--- src/fetch_macros.svh ---
`ifndef FETCH_MACROS_SVH
`define FETCH_MACROS_SVH

// instruction, pc and data word width in bits
`define ISA_WIDTH 32

// instruction rom word index bits
`define ROM_ADDR_BITS 8

// number of words in the instruction rom
`define ROM_DEPTH (1 << `ROM_ADDR_BITS)

// loader word address, msb picks the region
// msb clear goes to instruction rom, msb set goes to data memory
`define LOAD_ADDR_BITS (`ROM_ADDR_BITS + 1)

`endif
--- src/fetch_pkg.sv ---
`include "fetch_macros.svh"

package fetch_pkg;

    // instruction / pc / data word
    typedef logic [`ISA_WIDTH-1:0] word_t;

    // word index into the instruction rom
    typedef logic [`ROM_ADDR_BITS-1:0] rom_idx_t;

    // loader address, region bit on top
    typedef logic [`LOAD_ADDR_BITS-1:0] load_addr_t;

    // source of the next pc
    typedef enum logic [1:0] {
        PC_SEQ    = 2'd0, // pc + 4
        PC_BRANCH = 2'd1, // pc + 4 + offset * 4
        PC_JUMP   = 2'd2  // absolute register target
    } pc_sel_e;

endpackage

--- src/if_id_reg.sv ---
module if_id_reg (
    input  logic             clk,
    input  logic             rst_n,
    input  logic             stall,          // hold everything
    input  logic             no_op,          // fetch output is a bubble
    input  fetch_pkg::word_t pc,
    input  fetch_pkg::word_t instruction,
    output logic             id_valid,
    output fetch_pkg::word_t id_pc,
    output fetch_pkg::word_t id_link,        // return address for jal
    output fetch_pkg::word_t id_instruction
);

    import fetch_pkg::*;

    // valid flag
    always_ff @(posedge clk) begin
        if (!rst_n) begin
            id_valid <= 1'b0;
        end else if (!stall) begin
            id_valid <= ~no_op;   // bubble clears it
        end
    end

    // payload, held on stall
    always_ff @(posedge clk) begin
        if (!stall) begin
            id_pc          <= pc;
            id_link        <= pc + word_t'(4);             // delay slot excluded, isa style
            id_instruction <= no_op ? '0 : instruction;    // all-zero word is a nop
        end
    end

endmodule

--- config.mk ---
export PLATFORM = sky130hd
export DESIGN_NAME = if_id_reg
export DESIGN_NICKNAME = d
export VERILOG_FILES = /design/src/fetch_pkg.sv /design/src/if_id_reg.sv
export VERILOG_INCLUDE_DIRS = /design/src
export SDC_FILE = /design/constraint.sdc
export NUM_CORES = 1
export LEC_CHECK = 0
export ABC_AREA = 1
export BUFFER_PORTS_ARGS = -buffer_cell sky130_fd_sc_hd__buf_2
export CAP_MARGIN = 20
export CORE_AREA = 2 2 103 105
export CTS_CLUSTER_DIAMETER = 30
export DETAILED_ROUTE_END_ITERATION = 10
export DIE_AREA = 0 0 105 107
export PLACE_DENSITY_LB_ADDON = 0.3
export SYNTH_ARGS = -nofsm -noshare
export SYNTH_HDL_FRONTEND = slang
export SYNTH_SLANG_ARGS = --single-unit
--- constraint.sdc ---
create_clock -name clk -period 7.1 [get_ports clk]
set_input_delay 0.355 -clock clk [delete_from_list [all_inputs] [get_ports clk]]
set_output_delay 0.355 -clock clk [all_outputs]
set_load 0.01 [all_outputs]
# After elaboration in Yosys (flattened, before gate mapping)
# Index checks and enable logic that the tools add are counted.
# totals
ff_bits	97
inputBits	68
output_inout_bits	97
# classes
n_addsub	1
bitwise_logic	1
# op_table
cell	n
adder 32 x 3 -> 32 bit, second input constant	1
NOT 1 bit	1

# Longest topological paths before layout
# depth
depth_word	1
mapped_depth	8

# Least setup slack after synthesis
# OpenSTA, ideal clock, no wires.
# synth_path
kind	input port to flip-flop
from	input port stall
to	register id_valid
setup_time_ns	0.099
arrival_ns	2.566
required_ns	7.001
path_slack_ns	4.435
stages	3
cell_sequence	inv_1 o21ai_0 a21oi_1
# synth_rtl
item	line	text
start: declaration	if_id_reg.sv:4	input logic stall,
end signal: assignment	if_id_reg.sv:21	id_valid <= ~no_op;
end: declaration	if_id_reg.sv:8	output logic id_valid,

==> summary.md <==
| Metric | Value |
|---|---|
| Final wirelength | 8807 µm |
| All-Layer GR Usage | 0.1568 |
| Unique masters post-synth | 19 |
| Worst-path fanout max | 57 |
| Leading area contributor after synthesis | edfxtp_1 |
| FF+latch area | between 0.002 and 0.003 mm² |
| Most frequent cells after synthesis | edfxtp_1, nand2_1, nor2_1 |
| Die X | between 100 and 150 µm |
| Core area | around 0.01 mm² |
| Iter 0 DRT Violations | approximately 170 |
| Largest net degree at the start of global routing | between 50 and 60 |
| Post-CTS Hold Buffers | 0 |
| Clk pin slew, worst setup/hold paths | 0.08 ns |
| Clock Sinks | 95 |
| WL per Instance | roughly 14 µm |
| Crit-path cells | buf_2, inv_4, buf_4, o21ai_0, a21oi_1 |
| Synth top area cells | edfxtp_1, nand2_1, nor2_1 |
| Fin crit share | 0.2252 |
| Startpoint Class | primary input |
| Most common cell in the netlist | edfxtp_1 |
| DP Area | 0.004928 mm² |
| Setup TNS Final | 0 ns |
| Slew headroom | 0.5366 |
| Maximum capacitance violations | 0 |
| Clk buf depth | 2 |
| Yosys reg bits | 95 |
| # DRC | 0 |
| Clk root buf | clkbuf_8 |
| Hold Path Class | primary input to register |
| Pleak | about 2.3 nW |
| HPWL after DPL | around 6600 µm |
| Crit-path max cell delay | roughly 0.65 ns |
| CP Class | primary input to register |
| Register area share after synthesis | 0.7183 |
| Antenna viol nets, final | 0 |
| Adder-Cell Fraction of Synth Area | 0.003162 |
| Max Fclk | around 630 MHz |
| DIE HEIGHT | between 100 and 150 µm |
| Diodes inserted | 0 |
| Max Slew Vio Count | 0 |
| # IOs | ~170 |
| Routed via count | 2875 |
| Ys async rst share | 0 |
| CTS Buf Count | 9 |
| Clk Latency, worst-skew pair | 0.35 ns |
| Vias per cell | 4.430 |
| Design Area, Final | between 0.005 and 0.006 mm² |
| First-pass GRT wire length | between 10000 and 15000 µm |
| Yosys warns | 0 |
| Simple-gate share of the synthesized area | 0.1897 |
| Shortest period the worst path allows | roughly 1.6 ns |
| Post-Synthesis Cells | roughly 340 |
| # port buffers | between 150 and 200 |
| Tot Pwr | 1.107 mW |
| Area of the multi-input gates | 904.6 µm² |
| Area grow syn2layout | 28.26% |
| # setup viols final | 0 |
| Starting Density | 0.3921 |
| Post-CTS Resized | 0 |
| Clock Skew | 0 ns |
| First-pass iteration count of the detailed router | 5 |
| Peak VDD IR | roughly 90 µV |
| EDFF count, synth | between 90 and 100 |
| Filler instances | ~980 |
| Initial antenna violation count | 0 |
| Critical Path RT | approximately 7.4 ns |
| Placer Congestion | 0.8199 |
| CTS H-tree depth | 3 |
| Worst slew pin tran | ~0.7 ns |
| CTS tree | yes |
| Xor/xnor share of the synthesized area | 0.03320 |
| Largest family of logic cells by synthesized area | simple AND/OR/NAND/NOR gates |
| Avg Synthesized Cell Area | approximately 12 µm² |
| Status | complete, no violations |
| Final Hold Fails | 0 |
| Ratio of cells with drive above 1 in the final layout | 0.3665 |
| Number of global-route vias before repair | approximately 2700 |
| Synthesized cell area | around 0.0040 mm² |
| Final cell utilization of the core | 0.5030 |
| Mux contribution to synthesized area | 0 |
| RSZ-0062 raised after global routing | false |
| Power Density | between 200 and 250 mW/mm² |
| Hold WS | approximately 0.18 ns |
| Complex-gate fraction of the synthesized area | 0.002529 |
| Post-CTS setup buffers | 0 |
| Crit path capture type | register |
| Top-area cell type share of the netlist area | 0.7132 |
| Placement row count | 37 |
| Synthesized Nets | 408 |
| Total gr overflow | 0 |
| Arrival time worst endpoint | 1.87 ns |
| Die area | approximately 0.011 mm² |
| Fin nets | slightly below 600 |
| Synth Flop Type | edfxtp_1 |
| CP max stage cell | buf_4 |
[power breakdown]
group,leakage [nW],switching [mW],internal (mW)
Sequential,0.924,0.0115,0.666
Combinational,1.31,0.0842,0.0537
Clock,0.0749,0.167,0.124
Total,2.31,0.263,0.844
[worst max-delay path: cells and delay by family]
family,cells,cell delay (ns)
compound gates,2,0.33
buf+inv,3,1.12
[path summary, 6_finish.rpt]
| kind | slack, ns | end | depth (start not counted) | start |
|---|---|---|---|---|
| worst max-delay path | 5.50 | id_valid | 5 | stall |
| worst min-delay path | 0.18 | id_pc[1] | 1 | pc[1] |
| worst max register to register | 6.41 | id_valid | 2 | id_valid |
| worst min register to register | 0.58 | id_valid | 2 | id_valid |
[stage by stage]
| stage | setup slack (ns) | std cells |
|---|---|---|
| finish | 5.501 | 649 |
| global route | 5.378 | 649 |
| CTS | 5.472 | 649 |
| detailed placement | 5.100 | 634 |
| global placement | 5.175 | 634 |
| floorplan | 4.435 | 339 |
[state kept, by name (all words and copies together) (netlist names)]
signal	cells
id_instruction	32
id_link	30
id_valid	1
id_pc	32
[kinds of logic (layout without fill, tap and decap cells)]
logic type / Yosys count / count (layout)
adder cells (fa/ha/maj): 1 / 1
AO/OA/AOI/OAI: 2 / 2
flip-flops: 95 / 95
XOR/XNOR: 15 / 15
AND/OR/NAND/NOR: 172 / 172
buffers and inverters: 54 / 228
[area by class of cell]
cell class	count	area share
Sequential cell	95	0.5600
Multi-Input combinational cell	190	0.1782
Timing Repair Buffer	165	0.1632
Inverter	48	0.03599
Tap cell	136	0.03352
Clock buffer	13	0.02736
Clock inverter	2	0.001725
[per-layer routing]
layer  global-route usage  vias to the layer above  wire length (µm)
li1                     -                     1423                 -
met1               0.1867                     1314              3638
met2               0.2644                      126              4336
met3              0.03465                       12               653
met4              0.08762                        0               179
met5                    0                        -                 0
[cells in the final DEF (no fill, tap or decap)]
master    synthesis  final
inv_4             0      1
nand2_4           1      1
clkbuf_8          0      9
nor2_2            4      4
a21oi_1           1      1
xor2_1           11     11
and2_1            3      3
edfxtp_1         94     94
nand3b_1          8      8
nand2_1          81     81
nand2_2           2      2
clkinv_2          0      1
nor2_1           62     62
ha_1              1      1
nand3_1           6      6
nor2_4            5      5
inv_1            48     47
buf_2             0    164
o21ai_0           1      1
xnor2_1           4      4
clkbuf_1          4      4
buf_4             2      1
clkinv_1          0      1
dfxtp_1           1      1
(Power assumes the default switching activity.)
