[src/fetch_macros.svh]
`ifndef FETCH_MACROS_SVH
`define FETCH_MACROS_SVH

// instruction, pc and data word width in bits
`define ISA_WIDTH 32

// instruction rom word index bits
`define ROM_ADDR_BITS 8

// number of words in the instruction rom
`define ROM_DEPTH (1 << `ROM_ADDR_BITS)

// loader word address, msb picks the region
// msb clear goes to instruction rom, msb set goes to data memory
`define LOAD_ADDR_BITS (`ROM_ADDR_BITS + 1)

`endif
[src/fetch_pkg.sv]
`include "fetch_macros.svh"

package fetch_pkg;

    // instruction / pc / data word
    typedef logic [`ISA_WIDTH-1:0] word_t;

    // word index into the instruction rom
    typedef logic [`ROM_ADDR_BITS-1:0] rom_idx_t;

    // loader address, region bit on top
    typedef logic [`LOAD_ADDR_BITS-1:0] load_addr_t;

    // source of the next pc
    typedef enum logic [1:0] {
        PC_SEQ    = 2'd0, // pc + 4
        PC_BRANCH = 2'd1, // pc + 4 + offset * 4
        PC_JUMP   = 2'd2  // absolute register target
    } pc_sel_e;

endpackage

[src/prog_loader.sv]
`include "fetch_macros.svh"

module prog_loader (
    input  logic                  clk,
    input  logic                  rst_n,
    input  logic                  prog_mode,  // loading allowed
    input  logic                  load_valid,
    output logic                  load_ready,
    input  fetch_pkg::load_addr_t load_addr,  // msb selects region
    input  fetch_pkg::word_t      load_data,
    output logic                  imem_we,    // one-cycle rom write
    output fetch_pkg::rom_idx_t   imem_idx,
    output fetch_pkg::word_t      imem_wdata,
    output logic                  dmem_valid, // buffer full
    input  logic                  dmem_ready,
    output fetch_pkg::rom_idx_t   dmem_addr,
    output fetch_pkg::word_t      dmem_data
);

    import fetch_pkg::*;

    logic accept;   // load stream transfer this cycle
    logic is_data;  // word targets data memory
    logic buf_load; // data word enters the buffer

    // buffer takes a new word when empty or draining this cycle
    assign load_ready = prog_mode & (~dmem_valid | dmem_ready);
    assign accept     = load_valid & load_ready;
    assign is_data    = load_addr[`LOAD_ADDR_BITS-1];
    assign buf_load   = accept & is_data;

    // instruction region goes straight to the rom port
    assign imem_we    = accept & ~is_data;
    assign imem_idx   = rom_idx_t'(load_addr[`ROM_ADDR_BITS-1:0]);
    assign imem_wdata = load_data;

    // one-entry data buffer, valid flag
    always_ff @(posedge clk) begin
        if (!rst_n) begin
            dmem_valid <= 1'b0;
        end else if (buf_load) begin
            dmem_valid <= 1'b1;   // refill, also covers drain + refill
        end else if (dmem_ready) begin
            dmem_valid <= 1'b0;   // drained
        end
    end

    // buffer payload
    always_ff @(posedge clk) begin
        if (buf_load) begin
            dmem_addr <= rom_idx_t'(load_addr[`ROM_ADDR_BITS-1:0]); // region bit dropped
            dmem_data <= load_data;
        end
    end

endmodule

[config.mk]
export PLATFORM = sky130hd
export DESIGN_NAME = prog_loader
export DESIGN_NICKNAME = d
export VERILOG_FILES = /design/src/fetch_pkg.sv /design/src/prog_loader.sv
export VERILOG_INCLUDE_DIRS = /design/src
export SDC_FILE = /design/constraint.sdc
export NUM_CORES = 1
export LEC_CHECK = 0
export BUFFER_PORTS_ARGS = -buffer_cell sky130_fd_sc_hd__buf_4
export CORE_AREA = 2 2 66 68
export CTS_CLUSTER_SIZE = 10
export DETAILED_ROUTE_END_ITERATION = 6
export DIE_AREA = 0 0 68 70
export PLACE_DENSITY = 0.87
export SYNTH_ARGS = -nofsm -noshare
export SYNTH_HDL_FRONTEND = slang
export SYNTH_SLANG_ARGS = --single-unit
[constraint.sdc]
create_clock -name clk -period 1.95 [get_ports clk]
set_input_delay 0 -clock clk [delete_from_list [all_inputs] [get_ports clk]]
set_output_delay 0 -clock clk [all_outputs]
set_load 0.01 [all_outputs]
# Word-level counts from Yosys, hierarchy flattened
# Index checks and enable logic that the tools add are counted.
dict set report word_totals {
  ff_bits 41
  wordCells 13
}
dict set report op_classes {
  n_mux 2
  bitwise 7
  reduce_logical 1
}
# cell count
set op_table {}
lappend op_table {{bitwise AND 1 bit} 4}
lappend op_table {{2-to-1 mux 1 bit} 2}
lappend op_table {{inverter 1 bit} 2}
lappend op_table {{nonzero test 2 bit} 1}
lappend op_table {{OR 1 bit} 1}

# Longest topological paths before layout
# Gate-level depths: netlist (run 1).
dict set report logic_depth {
  depth_word 6
  depth_mapped 2
}

# Worst setup path before layout (run 1)
# No wires, ideal clock.
dict set report synth_timing {
  kind {register to register}
  startpoint {register dmem_valid}
  endpoint {register dmem_addr[0], enable pin}
  arrival_ns 0.927
  setup_slack_ns 0.668
  stages_incl_launch_ff 3
  synth_period_minus_slack_ns 1.282
  cell_sequence {dfxtp_1 nand2b_4 and4_4}
}
dict set report synth_between {
  elab_chain_len 5
}
# element line_no
set synth_lines {}
lappend synth_lines {{start: declaration} prog_loader.sv:14} ;# output logic dmem_valid,
lappend synth_lines {{start signal: assignment} prog_loader.sv:40} ;# dmem_valid <= 1'b0;
lappend synth_lines {{start signal: assignment} prog_loader.sv:42} ;# dmem_valid <= 1'b1;
lappend synth_lines {{start signal: assignment} prog_loader.sv:44} ;# dmem_valid <= 1'b0;
lappend synth_lines {{inverter 1 bit} prog_loader.sv:27} ;# assign load_ready = prog_mode & (~dmem_valid | dmem_ready);
lappend synth_lines {{OR 1 bit} prog_loader.sv:27}
lappend synth_lines {{bitwise AND 1 bit} prog_loader.sv:27}
lappend synth_lines {{bitwise AND 1 bit} prog_loader.sv:28} ;# assign accept = load_valid & load_ready;
lappend synth_lines {{bitwise AND 1 bit} prog_loader.sv:30} ;# assign buf_load = accept & is_data;
lappend synth_lines {{named net buf_load} prog_loader.sv:24} ;# logic buf_load;
lappend synth_lines {{end signal: assignment} prog_loader.sv:51} ;# dmem_addr <= rom_idx_t'(load_addr[`ROM_ADDR_BITS-1:0]);
lappend synth_lines {{end: declaration} prog_loader.sv:16} ;# output fetch_pkg::rom_idx_t dmem_addr,
# The timed path passes the listed nets, and every way through them passes these cells.
# A chain may end at the register's enable or synchronous reset.

# Worst setup path in the final report (run 1)
dict set report layout_timing {
  startpoint {register dmem_valid}
  endpoint {register dmem_data[20], enable pin}
}
dict set report layout_between {
  elab_chain_len 5
}
# element line_no
set layout_lines {}
lappend layout_lines {{inverter 1 bit} prog_loader.sv:27}
lappend layout_lines {{OR 1 bit} prog_loader.sv:27}
lappend layout_lines {{bitwise AND 1 bit} prog_loader.sv:27}
lappend layout_lines {{bitwise AND 1 bit} prog_loader.sv:28}
lappend layout_lines {{bitwise AND 1 bit} prog_loader.sv:30}
lappend layout_lines {{named net buf_load} prog_loader.sv:24}
lappend layout_lines {{end signal: assignment} prog_loader.sv:52} ;# dmem_data <= load_data;
lappend layout_lines {{end: declaration} prog_loader.sv:17} ;# output fetch_pkg::word_t dmem_data
# The timed path passes the listed nets, and every way through them passes these cells.

==> implementation parameters, run 1 <==
Parameter                              Value

Timing
  Rel. slew slack    65.2%
  Worst-case hold slack    360 ps
  Minimum period implied by the final worst setup slack    1400 ps
  Setup TNS    0 ps
  Final worst-path cycle share    71.8%
  RSZ-0062 raised after global routing    no
  Final count of negative-setup-slack endpoints    0
  Max Clock Skew    9.26 ps
  Slew @ Worst Pin    521 ps
  Top achievable clock speed    0.714 GHz
  Slew Limit Fails    0
  Number of endpoints with negative hold slack in the final report    0

Yosys
  Post-synth top area share    76.2%
  Synth area leaders    sky130_fd_sc_hd__edfxtp_1 76%, sky130_fd_sc_hd__buf_4 19%, sky130_fd_sc_hd__dfxtp_1 1.3%
  Fraction of the yosys area taken by sequential cells    77.5%
  Top flip-flop cell by instance count after synthesis    sky130_fd_sc_hd__edfxtp_1
  Count of flip-flops with a built-in enable after synthesis    40
  Seq cells post-synth    41
  Avg Inst Size Synth    18.1 µm²
  Synth unique cells    9
  Summed instance area of the synthesized netlist    1580 µm²
  Gate count of the mapped netlist    87
  Cell taking the most area after synthesis    sky130_fd_sc_hd__edfxtp_1
  Yosys warnings    0
  Commonest cells in the synthesized netlist    40 x sky130_fd_sc_hd__buf_4, 40 x sky130_fd_sc_hd__edfxtp_1
  Net count after synthesis    133
  FFs w/ async S/R, synth    0%

Floorplanning
  Area of the die    4760 µm²
  Chip height    70 µm
  IO Count    129
  Starting utilization of the core area    38.0%
  Core region area    4140 µm²
  Die width    68 µm
  Floorplan row count    24

Routing
  Drt total wl    3860 µm
  Average wire per cell in the routed design    13.9 µm
  Detail Route Antenna Nets    0
  Count of unresolved DRC violations after routing    0
  Violation count after the first detailed-route iteration    49
  Routed via count    1179
  Number of detailed-routing iterations run before antenna repair    3
  Via-per-instance ratio    4.26

Layout
  Non-filler cells in the finished layout    277
  Number of nets in the layout    270
  Ratio of cells with drive above 1 in the final layout    61.3%
  Area delta synth->final    77.9%
  Post-Layout Inst Area    2810 µm²
  Filler cell count    284
  Antenna Cells    0

Clock tree
  CTS sink count    41
  Deepest clock path buffer count    2
  Setup repair bufs after CTS    0
  Clock tree from TritonCTS    yes
  Hold_buf cts    42
  Post-CTS clock slew at the launch and capture registers of the worst setup and hold paths    80 ps
  Clock root cell    sky130_fd_sc_hd__clkbuf_8
  CTS HTree Levels    2
  Clock insertion delay at the later pin of the skew report    280 ps
  Number of resized instances in the post-cts repair step    0
  Cts bufs inserted    5

GRT
  Antenna violations before repair    0
  Overflow after GRT    0
  Overall fraction of global-route tracks in use    16.4%
  Vias in the first global route    1175
  Global-route wire length before repair    5650 µm
  Pin count of the biggest net entering global routing    41

Power and ir drop
  Static Leakage    0.00124 µW
  IR Drop Worst-Case VDD    0.457 mV
  Pwr per Cell Area    651 nW/µm²

Setup path
  Worst setup SP type    flip-flop
  Data arrival time of the worst path    1320 ps
  Maximum fanout along the worst path    40
  Type of destination of the critical path    flip-flop
  Startpoint-to-endpoint class of the critical path    reg -> reg
  Required time worst endpoint    1870 ps

Outcome
  Run status    finished clean

Place
  Total placed cells including tap cells    227
  Total of buffers placed on input and output ports    128
  Area of placed instances    2300 µm²
  Gpl congestion    0.746
  HPWL reported at the end of detailed placement    2430 µm

Flow run
  Max-cap check violation count    0

Hold path
  Min-delay worst type    in -> reg
critical path, cell delays in order, from the launching register on:
cell                       delay, ps
sky130_fd_sc_hd__dfxtp_1         340
sky130_fd_sc_hd__nand2b_4         90
sky130_fd_sc_hd__and4_4          590
layout make-up:
cell class                 count  area (µm²)  area share [%]
timing repair buffer         170        1380            49.2
clock buffer                   6        72.6            2.59
clock inverter                 2        10.0           0.357
multi-input combinational      6        55.1            1.96
tap                           52        65.1            2.32
sequential                    41        1220            43.5
sequential cells by signal (all words and copies together) (netlist names):
signal,cells
dmem_valid,1
dmem_addr,8
dmem_data,32
power by group:
group	switching (µW)	total, µW	internal [µW]
registers	6.73	1000	996
logic	116	311	196
clock network	264	511	248
total	386	1830	1440
kinds of logic (layout without fill, tap and decap cells):
kind of cell / after synthesis / count (layout) / synth area share, %
compound gates: 1 / 1 / 0.476
buf+inv: 40 / 178 / 19.0
flops: 41 / 41 / 77.5
simple gates: 5 / 5 / 3.02
final timing paths:
path | startpoint | endpoint | slack, ps | cells after the start
min | load_valid | dmem_addr[3]$_DFFE_PP_ | 360 | 2
min reg2reg | dmem_valid$_SDFFE_PN0P_ | dmem_addr[3]$_DFFE_PP_ | 1050 | 2
max | dmem_valid$_SDFFE_PN0P_ | dmem_data[20]$_DFFE_PP_ | 550 | 2
max reg2reg | dmem_valid$_SDFFE_PN0P_ | dmem_data[20]$_DFFE_PP_ | 550 | 2
metrics by stage:
step           setup slack (ps)  total power, µW  util [%]
2_1_floorplan               668             1140         -
6_report                    550             1830      67.7
5_1_grt                     512             1910      67.7
4_1_cts                     552             1840      67.7
3_3_place_gp                598             1260      55.6
3_5_place_dp                571             1270      55.6
per-layer routing:
metal	vias up	part of all wire [%]	routed length, µm	global-route usage (%)
met5	-	0	0	0
met1	553	36	1400	17.5
met2	79	52	2030	28.6
li1	543	-	-	-
met4	0	1.2	47	7.33
met3	4	10	386	5.48
placed cells by master (no fill, tap or decap):
cell type and instances:
sky130_fd_sc_hd__buf_4 128, sky130_fd_sc_hd__dlygate4sd3_1 42, sky130_fd_sc_hd__edfxtp_1 40, sky130_fd_sc_hd__clkbuf_8 5, sky130_fd_sc_hd__clkinv_2 2, sky130_fd_sc_hd__nand2b_4 1
sky130_fd_sc_hd__and4_4 1, sky130_fd_sc_hd__and2_2 1, sky130_fd_sc_hd__and4b_1 1, sky130_fd_sc_hd__nand3_1 1, sky130_fd_sc_hd__a21boi_1 1, sky130_fd_sc_hd__clkbuf_1 1
sky130_fd_sc_hd__dfxtp_1 1
Power figures use the tool's default switching activity.
==> run 2, diff against run 1 <==
--- a/config.mk
+++ b/config.mk
@@ -7,11 +7,11 @@
 export NUM_CORES = 1
 export LEC_CHECK = 0
 export BUFFER_PORTS_ARGS = -buffer_cell sky130_fd_sc_hd__buf_4
-export CORE_AREA = 2 2 66 68
+export CORE_AREA = 2 2 72 74
 export CTS_CLUSTER_SIZE = 10
 export DETAILED_ROUTE_END_ITERATION = 6
-export DIE_AREA = 0 0 68 70
-export PLACE_DENSITY = 0.87
+export DIE_AREA = 0 0 74 76
+export PLACE_DENSITY = 0.78
 export SYNTH_ARGS = -nofsm -noshare
 export SYNTH_HDL_FRONTEND = slang
 export SYNTH_SLANG_ARGS = --single-unit
==> constraint.sdc (replaced) <==
create_clock -name clk -period 1.2 [get_ports clk]
set_input_delay 0 -clock clk [delete_from_list [all_inputs] [get_ports clk]]
set_output_delay 0 -clock clk [all_outputs]
set_load 0.01 [all_outputs]
==> implementation parameters, run 2 (synthesized netlist as in run 1, its figures left out) <==
Parameter                              Value

Outcome
  Run status    finished clean

Layout
  Antenna Cells    0
  Max FFs per register    32
  Top library cells by usage in the layout, fill and taps aside    128 x sky130_fd_sc_hd__buf_4, 42 x sky130_fd_sc_hd__dlygate4sd3_1, 40 x sky130_fd_sc_hd__edfxtp_1
  Register bank with the most flops    dmem_data
  Number of nets in the layout    272
  Ratio of cells with drive above 1 in the final layout    62.6%
  Largest regs    dmem_data: 32 flops, dmem_addr: 8 flops, dmem_valid: 1 flops
  Filler cell count    385
  Total area of sequential cells    1220 µm²
  Area of combinational cells with multiple inputs    58.8 µm²
  Post-Layout Inst Area    2870 µm²
  Leading cell type in the layout, fill and taps excluded    sky130_fd_sc_hd__buf_4
  Area delta synth->final    82.2%

Floorplanning
  Floorplan row count    26
  Starting utilization of the core area    32.1%
  Chip height    76 µm
  Core region area    4910 µm²
  IO Count    129
  Area of the die    5620 µm²
  Die width    74 µm

GRT
  Global-route wire length before repair    5620 µm
  Antenna violations before repair    0
  Vias in the first global route    1218
  Pin count of the biggest net entering global routing    23
  Overflow after GRT    0
  Overall fraction of global-route tracks in use    13.6%

Power and ir drop
  Relative contribution of combinational cells to total power    17.3%
  Switching share of power    20.9%
  Static Leakage    0.00125 µW
  Power Internal    2350 µW
  Sequential group share of total power    54.8%
  IR Drop Worst-Case VDD    0.493 mV
  Clock Power Share    27.9%
  Net switching power of the design    623 µW
  Overall power consumption    2970 µW
  Pwr per Cell Area    1030 nW/µm²

Setup path
  Flop2flop setup slack    70 ps
  Type of destination of the critical path    flip-flop
  Slowest stage cell on the critical path    sky130_fd_sc_hd__dlygate4sd3_1
  Cell Chain, Critical Path    dlygate4sd3_1 > buf_4 > nand2b_4 > and4_4 > buf_12
  Slowest Stage Delay on Critical Path    520 ps
  Startpoint-to-endpoint class of the critical path    in -> reg
  Required time worst endpoint    1190 ps
  Worst setup SP type    primary input
  Maximum fanout along the worst path    22
  Data arrival time of the worst path    1160 ps

Routing
  Count of unresolved DRC violations after routing    0
  Routed via count    1162
  Number of detailed-routing iterations run before antenna repair    2
  Via-per-instance ratio    3.91
  Drt total wl    3710 µm
  Average wire per cell in the routed design    12.5 µm
  Detail Route Antenna Nets    0
  Violation count after the first detailed-route iteration    10

Place
  Worst slack, placed    86.0 ps
  Total of buffers placed on input and output ports    128
  Area of placed instances    2370 µm²
  Gpl congestion    0.705
  HPWL reported at the end of detailed placement    2600 µm

Clock tree
  Deepest clock path buffer count    2
  Post-CTS clock slew at the launch and capture registers of the worst setup and hold paths    80 ps
  Clock tree from TritonCTS    yes
  Clock insertion delay at the later pin of the skew report    280 ps
  CTS sink count    41
  Clock root cell    sky130_fd_sc_hd__clkbuf_8
  Cts bufs inserted    5
  CTS HTree Levels    2

Timing
  Final worst-path cycle share    97.9%
  Rel. slew slack    91.9%
  Slew @ Worst Pin    121 ps
  Setup slack after layout    24.7 ps
  Max Clock Skew    8.96 ps
  Final count of negative-setup-slack endpoints    0
  Slew Limit Fails    0
  Top achievable clock speed    0.851 GHz
  Minimum period implied by the final worst setup slack    1180 ps
  Setup TNS    0 ps
  Number of endpoints with negative hold slack in the final report    0
  RSZ-0062 raised after global routing    no
  Worst-case hold slack    19.2 ps

Flow run
  Max-cap check violation count    0

Hold path
  Min-delay worst type    in -> reg
==> run 2: changes by cell type in the layout (fill, tap and decap cells not counted), sizes merged <==
cell  before  now
buf      128  130
==> run 2: worst paths after layout <==
check | from | to | cells after the start
setup / recovery | dmem_ready | dmem_data[15]$_DFFE_PP_ | 5
setup reg to reg | dmem_valid$_SDFFE_PN0P_ | dmem_data[15]$_DFFE_PP_ | 3
hold / removal | load_valid | dmem_valid$_SDFFE_PN0P_ | 3
hold reg to reg | dmem_valid$_SDFFE_PN0P_ | dmem_valid$_SDFFE_PN0P_ | 2
==> run 2: per-stage QoR <==
step | std cells | utilization (%)
floorplan | 87 | -
global placement | 247 | 48.2
detailed placement | 247 | 48.2
CTS | 297 | 58.4
global route | 297 | 58.5
finish | 297 | 58.5
==> run 2: final cells by class <==
cell class | count | area share [%]
multi-input combinational | 6 | 2.05
timing repair buffer | 172 | 49.5
sequential | 41 | 42.6
clock buffer | 6 | 2.53
clock inverter | 2 | 0.348
tap | 70 | 3.05
==> run 2: repair_timing <==
| action | in CTS | in global routing |
|---|---|---|
| setup endpoints to repair | 0 | 1 |
| buffers inserted | 0 | 0 |
| endpoints found under the hold margin | 41 | 1 |
| hold buffers | 42 | 1 |
| gates resized for setup | 0 | 1 |
==> run 2: critical path: cells and delay by family <==
| kind | cells | cell delay [ps] |
|---|---|---|
| buffers and inverters | 3 | 790 |
| and+or+nand+nor | 2 | 360 |
==> run 2: per-layer routing <==
layer	routed length [µm]	share of wire [%]	GRT usage (%)	up-vias
met5	0	0	0	-
met3	365	9.8	5.56	8
li1	-	-	-	546
met4	61	1.6	4.91	0
met1	1170	31	12.5	534
met2	2110	57	25.5	74
==> run 2: power by group through the flow <==
stage	Sequential [µW]	Clock [µW]	Combinational [µW]
after detailed placement	1660	0	405
after global routing	1630	938	549
after global placement	1660	0	398
after CTS	1630	871	513
final	1630	829	514
after floorplan	1680	0	163
==> run 3, diff against run 2 <==
--- a/config.mk
+++ b/config.mk
@@ -12,6 +12,7 @@
 export DETAILED_ROUTE_END_ITERATION = 6
 export DIE_AREA = 0 0 74 76
 export PLACE_DENSITY = 0.78
+export RECOVER_POWER = 50
 export SYNTH_ARGS = -nofsm -noshare
 export SYNTH_HDL_FRONTEND = slang
 export SYNTH_SLANG_ARGS = --single-unit
==> implementation parameters, run 3 (synthesized netlist as in run 1, its figures left out) <==
Parameter                              Value

Timing
  RSZ-0062 raised after global routing    no
  Number of endpoints with negative hold slack in the final report    0
  Top achievable clock speed    0.856 GHz
  Setup TNS    0 ps
  Minimum period implied by the final worst setup slack    1170 ps
  Final count of negative-setup-slack endpoints    0
  Slew Limit Fails    0
  Rel. slew slack    89.4%
  Slew @ Worst Pin    158 ps
  Max Clock Skew    9.19 ps
  Final worst-path cycle share    97.4%
  Worst-case hold slack    31.2 ps

GRT
  Vias in the first global route    1218
  Global-route wire length before repair    5620 µm
  Pin count of the biggest net entering global routing    23
  Antenna violations before repair    0
  Overall fraction of global-route tracks in use    13.6%
  Overflow after GRT    0

Clock tree
  CTS HTree Levels    2
  Post-CTS clock slew at the launch and capture registers of the worst setup and hold paths    80 ps
  Clock root cell    sky130_fd_sc_hd__clkbuf_8
  Setup repair bufs after CTS    0
  Clock tree from TritonCTS    yes
  Deepest clock path buffer count    2
  CTS sink count    41
  Clock insertion delay at the later pin of the skew report    280 ps
  Cts bufs inserted    5

Routing
  Routed via count    1163
  Average wire per cell in the routed design    12.4 µm
  Top sig layer    met4
  Sum of routed wire segments on met1    1180 µm
  Via-per-instance ratio    3.92
  Total met3 wirelength after detailed routing    360 µm
  Violation count after the first detailed-route iteration    19
  Drt total wl    3700 µm
  WL met2    2110 µm
  Detail Route Antenna Nets    0
  Number of detailed-routing iterations run before antenna repair    2
  Count of unresolved DRC violations after routing    0

Layout
  Top library cells by usage in the layout, fill and taps aside    52 x sky130_fd_sc_hd__clkbuf_1, 48 x sky130_fd_sc_hd__buf_4, 42 x sky130_fd_sc_hd__dlygate4sd3_1
  Antenna Cells    0
  Number of nets in the layout    272
  Max FFs per register    32
  Largest regs    dmem_data: 32 flops, dmem_addr: 8 flops, dmem_valid: 1 flops
  Post-Layout Inst Area    2680 µm²
  Register bank with the most flops    dmem_data
  Leading cell type in the layout, fill and taps excluded    sky130_fd_sc_hd__clkbuf_1
  Final core utilization    54.5%
  Area delta synth->final    69.8%
  Ratio of cells with drive above 1 in the final layout    39.2%

Setup path
  Number of cells on the worst reg-to-reg path    3
  Maximum fanout along the worst path    22
  Source of the critical timing path    dmem_ready
  Flop2flop setup slack    60 ps
  Startpoint-to-endpoint class of the critical path    in -> reg
  Endpoint of the worst-slack reg-to-reg timing path    dmem_data[15]$_DFFE_PP_
  Required time worst endpoint    1190 ps
  Worst setup path endpoint    dmem_data[15]$_DFFE_PP_
  Data arrival time of the worst path    1160 ps
  Worst setup SP type    primary input
  Reg-to-reg critical path startpoint    dmem_valid$_SDFFE_PN0P_
  Type of destination of the critical path    flip-flop

Floorplanning
  Starting utilization of the core area    32.1%
  Core region area    4910 µm²
  IO Count    129
  Chip height    76 µm
  Floorplan row count    26
  Die width    74 µm
  Area of the die    5620 µm²

Power and ir drop
  Static Leakage    0.00106 µW
  Pwr per Cell Area    1080 nW/µm²
  Overall power consumption    2900 µW
  IR Drop Worst-Case VDD    0.486 mV

Flow run
  Max-cap check violation count    0

Hold path
  Min-delay worst type    in -> reg

Place
  Total of buffers placed on input and output ports    128
  Area of placed instances    2370 µm²
  Gpl congestion    0.705
  HPWL reported at the end of detailed placement    2600 µm

Outcome
  Run status    finished clean
==> run 3: repair_timing <==
action | 4_1_cts | 5_1_grt
resized for setup | 0 | 1
hold buffers | 42 | 1
endpoints found under the hold margin | 41 | 1
setup endpoints to repair | 0 | 1
==> run 3: metrics by stage <==
stage          cells  setup WS (ps)
2_1_floorplan     87          -32.9
3_3_place_gp     247           98.9
3_5_place_dp     247           86.0
4_1_cts          297           62.5
5_1_grt          297           28.0
6_report         297           31.7
==> run 3: layout make-up <==
type,instances,area [µm²]
well taps,70,87.6
multi-input cells,6,55.1
repair buffers,172,1230
flip-flops and latches,41,1220
clock inverters,2,10.0
clock buffers,6,72.6
fillers,446,2240
==> run 3: critical path, stage by stage <==
cell and delay (ps):
sky130_fd_sc_hd__dlygate4sd3_1 520, sky130_fd_sc_hd__buf_4 100, sky130_fd_sc_hd__nand2b_4 110, sky130_fd_sc_hd__and4_4 240, sky130_fd_sc_hd__buf_12 170
==> run 3: worst min-delay path by stage <==
stage                 start                       to  slack [ps]  cells past startpoint
2_1_floorplan  load_addr[0]              imem_idx[0]          90                      1
3_3_place_gp   load_data[4]            imem_wdata[4]         190                      2
3_5_place_dp   load_data[0]            imem_wdata[0]         190                      2
4_1_cts        load_addr[8]  dmem_data[16]$_DFFE_PP_         320                      3
5_1_grt          load_valid  dmem_valid$_SDFFE_PN0P_          80                      3
6_report         load_valid  dmem_valid$_SDFFE_PN0P_          30                      3
==> run 3: where the power goes <==
part	switching, µW	leakage [µW]	internal [µW]
clock	426	0.0000450	402
sequential	10.9	0.000375	1620
combinational	181	0.000641	259
==> run 3: metal layers <==
metal,up-vias,GRT usage (%)
li1,549,-
met1,536,12.5
met2,72,25.5
met3,6,5.56
met4,0,4.91
met5,-,0
